===== config.mk =====
export PLATFORM = sky130hd
export DESIGN_NAME = converter_bus_top
export DESIGN_NICKNAME = d
export VERILOG_FILES = /design/src/bus_types_pkg.sv /design/src/slot_pkg.sv /design/src/bus_clock_gen.sv /design/src/frame_serializer.sv /design/src/frame_deserializer.sv /design/src/control_frame_builder.sv /design/src/converter_bus_top.sv
export SDC_FILE = /design/constraint.sdc
export NUM_CORES = 1
export LEC_CHECK = 0
export BUFFER_PORTS_ARGS = -buffer_cell sky130_fd_sc_hd__clkbuf_2
export CORE_ASPECT_RATIO = 1.4
export CORE_MARGIN = 3
export CORE_UTILIZATION = 55
export DETAILED_ROUTE_END_ITERATION = 8
export PLACE_DENSITY = 0.78
export SLEW_MARGIN = 25
export SYNTH_ARGS = -nofsm -noshare
export SYNTH_HDL_FRONTEND = slang
export SYNTH_SLANG_ARGS = --single-unit
export TNS_END_PERCENT = 50

===== constraint.sdc =====
create_clock -name clk -period 4.7 [get_ports clk]
set_clock_uncertainty 0.15 [all_clocks]
set_input_delay 0.235 -clock clk [delete_from_list [all_inputs] [get_ports clk]]
set_output_delay 0.235 -clock clk [all_outputs]
set_load 0.01 [all_outputs]

===== src/bus_types_pkg.sv =====
package bus_types_pkg;

    // Width of one word carried by a frame
    localparam int unsigned WORD_BITS = 8;

    // Number of bit slots in one frame, used for the slot counter width
    localparam int unsigned SLOT_COUNT = 8;

    // One byte carried in one frame on a serial line
    typedef logic [WORD_BITS-1:0] frame_word_t;

    // Position of a bit slot within a frame, 0 is the first slot
    typedef logic [$clog2(SLOT_COUNT)-1:0] bit_index_t;

endpackage


===== src/slot_pkg.sv =====
package slot_pkg;

    // Converter ports on the 40-pin board
    localparam int unsigned NUM_PORTS = 4;

    // One hardware-configuration byte per port
    localparam int unsigned HWCON_BITS = 8;

    // Number of a converter port, 0 to 3
    typedef logic [$clog2(NUM_PORTS)-1:0] port_id_t;

    // One bit per port, bit i for port i
    typedef logic [NUM_PORTS-1:0] port_mask_t;

    // All four configuration bytes, port i in bits 8i to 8i+7
    typedef logic [NUM_PORTS*HWCON_BITS-1:0] hwcon_bank_t;

    // ADC overflow flags, MSB first R3 L3 R2 L2 R1 L1 R0 L0
    typedef logic [2*NUM_PORTS-1:0] ovf_flags_t;

endpackage


===== src/bus_clock_gen.sv =====
module bus_clock_gen import bus_types_pkg::*; #(
    parameter int unsigned CLK_DIV = 16
) (
    input  logic clk,
    input  logic reset,
    output logic spi_mclk,
    output logic srclk,
    output logic bit_tick,
    output logic frame_start,
    output logic sample_tick,
    output logic frame_end
);

    localparam int unsigned DIV_W = $clog2(CLK_DIV);
    localparam int unsigned HALF = CLK_DIV / 2;

    // Last counts of the low and the high half of a bus clock period
    localparam logic [DIV_W-1:0] RISE_AT = DIV_W'(HALF - 1);
    localparam logic [DIV_W-1:0] FALL_AT = DIV_W'(CLK_DIV - 1);
    localparam bit_index_t LAST_SLOT = '1;

    logic [DIV_W-1:0] div_count;
    bit_index_t       slot_count;
    logic             srclk_q;

    // Free-running divider, wraps by itself since CLK_DIV is a power of two
    always_ff @(posedge clk or posedge reset) begin
        if (reset) begin
            div_count <= '0;
        end else begin
            div_count <= div_count + 1'b1;
        end
    end

    // Low for the first half of the period, high for the second
    assign spi_mclk = div_count[DIV_W-1];

    assign bit_tick    = (div_count == RISE_AT);
    assign sample_tick = (div_count == FALL_AT);

    // Starts at the last slot so the first bit slot opens a frame
    always_ff @(posedge clk or posedge reset) begin
        if (reset) begin
            slot_count <= LAST_SLOT;
        end else if (bit_tick) begin
            slot_count <= slot_count + 1'b1;
        end
    end

    assign frame_start = bit_tick && (slot_count == LAST_SLOT);
    assign frame_end   = sample_tick && (slot_count == LAST_SLOT);

    // Strobe covers slot 0 exactly, updated with the rising bus clock
    always_ff @(posedge clk or posedge reset) begin
        if (reset) begin
            srclk_q <= 1'b0;
        end else if (bit_tick) begin
            srclk_q <= frame_start;
        end
    end

    assign srclk = srclk_q;

endmodule


===== src/frame_serializer.sv =====
module frame_serializer import bus_types_pkg::*; #(
    parameter int unsigned FRAME_BITS = 8
) (
    input  logic        clk,
    input  logic        reset,
    input  logic        frame_start,
    input  logic        bit_tick,
    input  frame_word_t word,
    output logic        serial
);

    logic [FRAME_BITS-1:0] shift_q;

    // Load at the frame boundary, then move one bit up per slot
    always_ff @(posedge clk or posedge reset) begin
        if (reset) begin
            shift_q <= '0;
        end else if (frame_start) begin
            shift_q <= word;
        end else if (bit_tick) begin
            shift_q <= {shift_q[FRAME_BITS-2:0], 1'b0};
        end
    end

    // MSB goes out first
    assign serial = shift_q[FRAME_BITS-1];

endmodule


===== src/frame_deserializer.sv =====
module frame_deserializer import bus_types_pkg::*; #(
    parameter int unsigned FRAME_BITS = 8
) (
    input  logic        clk,
    input  logic        reset,
    input  logic        sample_tick,
    input  logic        frame_end,
    input  logic        serial,
    output frame_word_t word,
    output logic        status_valid
);

    logic [FRAME_BITS-1:0] shift_q;
    logic [FRAME_BITS-1:0] shift_next;

    // First sampled bit ends up as the MSB after a full frame
    assign shift_next = {shift_q[FRAME_BITS-2:0], serial};

    always_ff @(posedge clk or posedge reset) begin
        if (reset) begin
            shift_q <= '0;
        end else if (sample_tick) begin
            shift_q <= shift_next;
        end
    end

    // The last bit arrives with frame_end, so take it straight from shift_next
    always_ff @(posedge clk or posedge reset) begin
        if (reset) begin
            word <= '0;
        end else if (frame_end) begin
            word <= frame_word_t'(shift_next);
        end
    end

    // One-cycle pulse alongside the new word
    always_ff @(posedge clk or posedge reset) begin
        if (reset) begin
            status_valid <= 1'b0;
        end else begin
            status_valid <= frame_end;
        end
    end

endmodule


===== src/control_frame_builder.sv =====
module control_frame_builder import bus_types_pkg::*, slot_pkg::*; (
    input  logic        clk,
    input  logic        reset,
    input  logic        frame_start,
    input  port_id_t    spi_port_id,
    input  logic        spi_direction,
    input  port_mask_t  clksel,
    input  hwcon_bank_t hwcons,
    output frame_word_t adc_cs_word,
    output frame_word_t dac_cs_word,
    output frame_word_t clksel_word,
    output frame_word_t hwcon_word
);

    port_mask_t adc_mask;
    port_mask_t dac_mask;
    port_id_t   hwcon_index;

    // Select exactly one converter: direction 1 is an ADC, 0 is a DAC
    always_comb begin
        for (int i = 0; i < NUM_PORTS; i++) begin
            adc_mask[i] = (spi_port_id == port_id_t'(i)) && spi_direction;
            dac_mask[i] = (spi_port_id == port_id_t'(i)) && !spi_direction;
        end
    end

    // Masks sit in the low nibble, upper nibble stays clear
    assign adc_cs_word = {{($bits(frame_word_t) - NUM_PORTS){1'b0}}, adc_mask};
    assign dac_cs_word = {{($bits(frame_word_t) - NUM_PORTS){1'b0}}, dac_mask};
    assign clksel_word = {{($bits(frame_word_t) - NUM_PORTS){1'b0}}, clksel};

    // Port whose configuration byte goes out in the next frame
    always_ff @(posedge clk or posedge reset) begin
        if (reset) begin
            hwcon_index <= '0;
        end else if (frame_start) begin
            hwcon_index <= hwcon_index + 1'b1;
        end
    end

    // Serializer loads this on the same frame_start that moves the index on
    assign hwcon_word = hwcons[HWCON_BITS*hwcon_index +: HWCON_BITS];

endmodule


===== src/converter_bus_top.sv =====
module converter_bus_top import bus_types_pkg::*, slot_pkg::*; #(
    parameter int unsigned CLK_DIV    = 16,
    parameter int unsigned FRAME_BITS = 8
) (
    input  logic        clk,
    input  logic        reset,
    input  port_id_t    spi_port_id,
    input  logic        spi_direction,
    input  port_mask_t  clksel,
    input  hwcon_bank_t hwcons,
    input  logic        custom_adc_ovf,
    input  logic        custom_dirchan,
    output logic        spi_mclk,
    output logic        custom_srclk,
    output logic        spi_adc_cs,
    output logic        spi_dac_cs,
    output logic        custom_clksel,
    output logic        custom_hwcon,
    output ovf_flags_t  aovf,
    output port_mask_t  direction,
    output port_mask_t  num_channels,
    output logic        status_valid
);

    logic bit_tick;
    logic frame_start;
    logic sample_tick;
    logic frame_end;

    frame_word_t adc_cs_word;
    frame_word_t dac_cs_word;
    frame_word_t clksel_word;
    frame_word_t hwcon_word;
    frame_word_t dirchan_word;

    bus_clock_gen #(
        .CLK_DIV(CLK_DIV)
    ) bus_clock_gen_i (
        .clk(clk),
        .reset(reset),
        .spi_mclk(spi_mclk),
        .srclk(custom_srclk),
        .bit_tick(bit_tick),
        .frame_start(frame_start),
        .sample_tick(sample_tick),
        .frame_end(frame_end)
    );

    control_frame_builder control_frame_builder_i (
        .clk(clk),
        .reset(reset),
        .frame_start(frame_start),
        .spi_port_id(spi_port_id),
        .spi_direction(spi_direction),
        .clksel(clksel),
        .hwcons(hwcons),
        .adc_cs_word(adc_cs_word),
        .dac_cs_word(dac_cs_word),
        .clksel_word(clksel_word),
        .hwcon_word(hwcon_word)
    );

    // Outgoing control words, one serial line each
    frame_serializer #(.FRAME_BITS(FRAME_BITS)) ser_adc_cs (
        .clk(clk), .reset(reset), .frame_start(frame_start), .bit_tick(bit_tick),
        .word(adc_cs_word), .serial(spi_adc_cs)
    );

    frame_serializer #(.FRAME_BITS(FRAME_BITS)) ser_dac_cs (
        .clk(clk), .reset(reset), .frame_start(frame_start), .bit_tick(bit_tick),
        .word(dac_cs_word), .serial(spi_dac_cs)
    );

    frame_serializer #(.FRAME_BITS(FRAME_BITS)) ser_clksel (
        .clk(clk), .reset(reset), .frame_start(frame_start), .bit_tick(bit_tick),
        .word(clksel_word), .serial(custom_clksel)
    );

    frame_serializer #(.FRAME_BITS(FRAME_BITS)) ser_hwcon (
        .clk(clk), .reset(reset), .frame_start(frame_start), .bit_tick(bit_tick),
        .word(hwcon_word), .serial(custom_hwcon)
    );

    // Incoming status words, both finish on the same cycle
    frame_deserializer #(.FRAME_BITS(FRAME_BITS)) deser_ovf (
        .clk(clk), .reset(reset), .sample_tick(sample_tick), .frame_end(frame_end),
        .serial(custom_adc_ovf), .word(aovf), .status_valid(status_valid)
    );

    frame_deserializer #(.FRAME_BITS(FRAME_BITS)) deser_dirchan (
        .clk(clk), .reset(reset), .sample_tick(sample_tick), .frame_end(frame_end),
        .serial(custom_dirchan), .word(dirchan_word), .status_valid()
    );

    // Low nibble is direction (1 = ADC), high nibble is channel count (1 = 8-ch)
    assign direction    = dirchan_word[NUM_PORTS-1:0];
    assign num_channels = dirchan_word[2*NUM_PORTS-1:NUM_PORTS];

endmodule


* Word-level counts from Yosys, hierarchy flattened
Cells that the tools add are included.
Cells by class: reduce and logical (&&, ||, !) cells 13, multiplexer cells 8, shift operators 1, $add $sub $neg 3, equality and inequality tests 6
Operator list (count):
- $mux 8 | 8
- $shiftx 32x6->8 | 1
- $logic_and 1x1->1 | 10
- $add 4x1->4 const B | 1
- $eq 2x2->1 const B | 2
- $eq 4x3->1 const B | 1
- $eq 4x4->1 const B | 1
- $add 3x1->3 const B | 1
- $eq 3x3->1 const B | 1
- $add 2x1->2 const B | 1
- $eq 2x1->1 const B | 1
- $logic_not 2->1 | 1
- $reduce_bool 2->1 | 1
- $logic_not 1->1 | 1
Storage, ports and cells: flip-flop bits (word level) 73, output and inout port bits 23, logic and storage cells 44

* Logic depth before layout (Yosys ltp)
depth after elaboration 3, gate-level depth with buffers 6

* Modules after synthesis
Synthesis repeated with hierarchy kept, for this count alone.
Unflattened totals: cells, all modules 276, area total of the unflattened synthesis 3619.7 um^2
By module, submodules not included:
- frame_serializer | area each 372.9 um^2, cells an instance 35, instances 4, seq. area each 200.2 um^2
- frame_deserializer | area each 651.9 um^2, cells an instance 34, instances 2, seq. area each 400.4 um^2
- control_frame_builder | area each 454.2 um^2, cells an instance 42, instances 1, seq. area each 50.0 um^2
- bus_clock_gen | area each 370.4 um^2, cells an instance 26, instances 1, seq. area each 203.9 um^2

* Worst setup path after synthesis
No wires, ideal clock.
path type reg-to-reg, start reg bus_clock_gen_i.slot_count[0], end reg ser_adc_cs.shift_q[0], slack 2.881 ns, cell stages (with the launch flop) 6, buffers on the path 0, arrival time 1.594 ns, data required time 4.476 ns, cell sequence dfstp_2 ha_1 ha_1 inv_1 or4_4 o21ai_2
Between the ends: longest elaborated chain between the ends 3, elaborated cells on any way between the ends 4, classes of those cells eq/ne (1); mux (1); reduce/logical (2)
RTL lines:
- start: declaration | line bus_clock_gen.sv:23 | bit_index_t slot_count;
- start signal: assignment | line bus_clock_gen.sv:46 | slot_count <= slot_count + 1'b1;
- $eq 3x3->1 (*) | line bus_clock_gen.sv:50 | assign frame_start = bit_tick && (slot_count == LAST_SLOT);
- $logic_and 1x1->1 (*) | line bus_clock_gen.sv:50
- $mux 8 / $reduce_bool 2->1 (equally long branches)
- end signal: assignment | line frame_serializer.sv:19 | shift_q <= word;
- end signal: assignment | line frame_serializer.sv:21 | shift_q <= {shift_q[FRAME_BITS-2:0], 1'b0};
- end: declaration | line frame_serializer.sv:12 | logic [FRAME_BITS-1:0] shift_q;
Mark *: on every way between the ends. The rest lies on a longest branch, timed or not. A chain may end at the register's enable or synchronous reset.

* Worst setup path after layout
start reg bus_clock_gen_i.slot_count[0], end reg ser_dac_cs.shift_q[0]
Between the ends: longest elaborated chain between the ends 3, elaborated cells on any way between the ends 4, classes of those cells eq/ne (1); mux (1); reduce/logical (2)
RTL lines (line):
- $eq 3x3->1 (*) | bus_clock_gen.sv:50
- $logic_and 1x1->1 (*) | bus_clock_gen.sv:50
- $mux 8 / $reduce_bool 2->1 (equally long branches)
- end signal: assignment | frame_serializer.sv:19
- end signal: assignment | frame_serializer.sv:21
- end: declaration | frame_serializer.sv:12
Marked as above.

==> metrics.md <==
| Metric | Value |
|---|---|
| Status | `complete, but fails checks` |
| Failing checks | `negative hold slack` |
| Slowest library cell on the worst path | `or4_4` |
| Critical path depth | `6` |
| CTS tree | `built` |
| Flop2flop setup slack | `approximately 2300 ps` |
| GP Congestion | `between 0.7 and 0.8` |
| Largest net degree at the start of global routing | `74` |
| Post-Synthesis Cells | `about 260` |
| Port buffer count | `65` |
| Max_cap viols | `0` |
| Most common cell after layout, fill and taps aside | `dfrtp_1` |
| Beginning of the critical path | `bus_clock_gen_i.slot_count[0]$_DFFE_PP1N_` |
| Power density cells | `between 300 and 400 mW/mm²` |
| Initial antenna violation count | `0` |
| Synth warn | `0` |
| # setup viols final | `0` |
| Final hold violations | `10` |
| Clk_lat worst skew | `350 ps` |
| Crit path required time | `slightly below 5000 ps` |
| Average wire per standard cell | `between 10 and 15 µm` |
| Final core occ | `0.6732` |
| R2R Path Start | `bus_clock_gen_i.slot_count[0]$_DFFE_PP1N_` |
| Drt total wl | `around 5600 µm` |
| Post-layout nets | `roughly 370` |
| VDD IR max | `between 0.15 and 0.2 mV` |
| Crit path DAT | `around 2500 ps` |
| CTS H-tree lvls | `3` |
| Core box area | `0.005525 mm²` |
| Pre-antenna DRT Iters | `4` |
| Unrepaired setup endpoints after global routing | `no` |
| CP endpoint | `ser_dac_cs.shift_q[0]$_DFFE_PP0P_` |
| CTS Buf Count | `9` |
| HP Class | `input pin to async pin` |
| Vias in the first global route | `around 2300` |
| DRT antenna net count | `0` |
| Worst path most repeated cell | `ha_1` |
| Worst Tran Pin Value | `906.4 ps` |
| Dominant cells by area after synthesis | `dfrtp_1 (55%), mux2_2 (10%), nand2_1 (6.4%), mux4_2 (5.7%), o21ai_0 (2.9%)` |
| Fmax | `roughly 420 MHz` |
| Syn Nets | `around 300` |
| Worst-path clk slew | `approximately 80 ps` |
| Cell Area, Synth | `0.003159 mm²` |
| Crit path max fanout | `25` |
| Mapped Avg Cell Area | `~12 µm²` |
| Commonest non-fill, non-tap cells in the layout | `dfrtp_1 (70), clkbuf_2 (65), nand2_1 (54), mux2_2 (29), o21ai_0 (18)` |
| Vias per Instance | `around 5.4` |
| Post-synth ARST share | `1.000` |
| Std-Cell Rows | `32` |
| Worst-path cell chain | `ha_1, ha_1, buf_4, inv_1, or4_4, o21ai_2` |
| Worst Reg-to-Reg Cells | `6` |
| Antenna diodes | `0` |
| GRT Util Overall | `0.1829` |
| Die height | `95.68 µm` |
| R2R Path End | `ser_dac_cs.shift_q[0]$_DFFE_PP0P_` |
| Crit end category | `register` |
| Leak | `approximately 1.9 nW` |
| Longest Clk Path Bufs | `2` |
| Synth Flop Type | `dfrtp_1` |
| Top cell family by delay on the critical path | `buffers and inverters` |
| WHS | `-28.52 ps` |
| Final Critical Period | `approximately 2400 ps` |
| Die Span X | `between 70 and 80 µm` |
| Library cells used by synthesis | `32` |
| Startpoint types | `register` |
| Synth top area share | `0.5545` |
| Post_cts resized | `0` |
| Sequential cell area fraction in the yosys report | `0.5794` |
| Vias | `2146` |
| Grt ovf | `0` |
| Seq cells post-synth | `73` |
| Starting DRC count in detailed routing | `~150` |
| Critical path class | `register to register` |
| First-pass GRT wire length | `9618 µm` |
| DRC viols | `0` |
| Fin. max-slew vios | `0` |
| Final period utilization | `0.5101` |
| CP max stage delay | `roughly 600 ps` |
| Max-Slew Margin vs Limit | `0.3957` |
| Clk root buf | `clkbuf_8` |
| Boundary Pins | `66` |
| Setup TNS | `0 ps` |
| Die area | `0.006703 mm²` |
| Area growth syn-to-layout | `17.74%` |
| Post-synth EDFFs | `0` |
| Detailed Place HPWL | `3781 µm` |
| Initial Util | `0.5718` |
| Post-synth top area cell | `dfrtp_1` |
| Clock sinks | `73` |
| Crit path buf inv count | `2` |
| Share of layout cells above drive strength 1 | `0.3844` |
[state kept, by name (all words and copies together), names as in the netlist]
name	cells
control_frame_builder_i.hwcon_index	2
ser_clksel.shift_q	8
deser_ovf.word	8
deser_ovf.status_valid	1
bus_clock_gen_i.div_count	4
bus_clock_gen_i.srclk	1
deser_dirchan.word	8
deser_dirchan.shift_q	7
ser_dac_cs.shift_q	8
ser_adc_cs.shift_q	8
deser_ovf.shift_q	7
bus_clock_gen_i.slot_count	3
ser_hwcon.shift_q	8
[power breakdown]
part	switching (mW)	total, mW	internal (mW)	leakage (nW)
clock network	0.225	0.470	0.245	0.0933
registers	0.00311	0.635	0.632	0.899
logic	0.0222	0.0454	0.0232	0.945
[synthesized netlist by cell type (4+ instances only)]
master    number
o21ai_0       18
nor2_1        11
buf_2          6
a21oi_1       15
nand2_1       54
mux4_2         8
nand3_1        4
clkbuf_1       7
inv_1          5
mux2_2        29
dfrtp_1       70
xnor2_1        4
[worst min path at each step]
stage,startpoint,endpoint,slack [ps],cells after the start
floorplan,spi_direction,ser_dac_cs.shift_q[0]$_DFFE_PP0P_,160,1
global placement,bus_clock_gen_i.div_count[0]$_DFF_PP0_,bus_clock_gen_i.div_count[0]$_DFF_PP0_,290,1
detailed placement,bus_clock_gen_i.div_count[0]$_DFF_PP0_,bus_clock_gen_i.div_count[0]$_DFF_PP0_,300,1
CTS,reset,ser_clksel.shift_q[7]$_DFFE_PP0P_,10,3
global route,spi_direction,ser_dac_cs.shift_q[0]$_DFFE_PP0P_,40,2
finish,reset,deser_ovf.word[4]$_DFFE_PP0P_,-30,3
[routing by layer]
| layer | wire length [µm] | global-route usage | up-vias |
|---|---|---|---|
| li1 | - | - | 1036 |
| met1 | 2298 | 0.2073 | 1029 |
| met2 | 2836 | 0.3281 | 71 |
| met3 | 335 | 0.04325 | 10 |
| met4 | 105 | 0.08147 | 0 |
| met5 | 0 | 0 | - |
[tightest hold or removal path, cell delays in order]
cell	delay [ps]
clkbuf_2	80
inv_2	30
buf_4	670
[stage by stage]
step	total power [mW]	worst slack (ps)	instance area, µm²	instances
3_5_place_dp	0.6921	2288	3502	382
4_1_cts	1.163	2261	3720	401
5_1_grt	1.194	2120	3720	401
3_3_place_gp	0.6901	2348	3502	382
6_report	1.151	2303	3720	401
2_1_floorplan	0.6661	2467	3159	263
[cell families (layout without fill, tap and decap cells)]
group                      count (synthesis)  after routing  share of synthesized area
AOI/OAI and AO/OA                         40             40                    0.06931
xor gates and xnor gates                   5              5                    0.01386
adders and majority gates                  3              3                    0.01188
buffers and inverters                     21             91                    0.03208
DFF                                       73             73                     0.5794
muxes                                     41             41                     0.1735
and+or+nand+nor                           80             80                     0.1200
[cell type report]
cell class | count | area [µm²]
fill | 426 | 1805
clock inverter | 5 | 56.30
multi-input combinational | 169 | 1227
inverter | 5 | 18.77
tap | 68 | 85.08
clock buffer | 11 | 131.4
sequential | 73 | 1831
timing repair buffer | 70 | 370.4
[what timing repair did]
action                                 4_1_cts  5_1_grt
hold buffers                                 3        0
setup buffers                                0        0
endpoints found under the hold margin        5        0
Note: power is estimated with default switching activity, not from simulation.
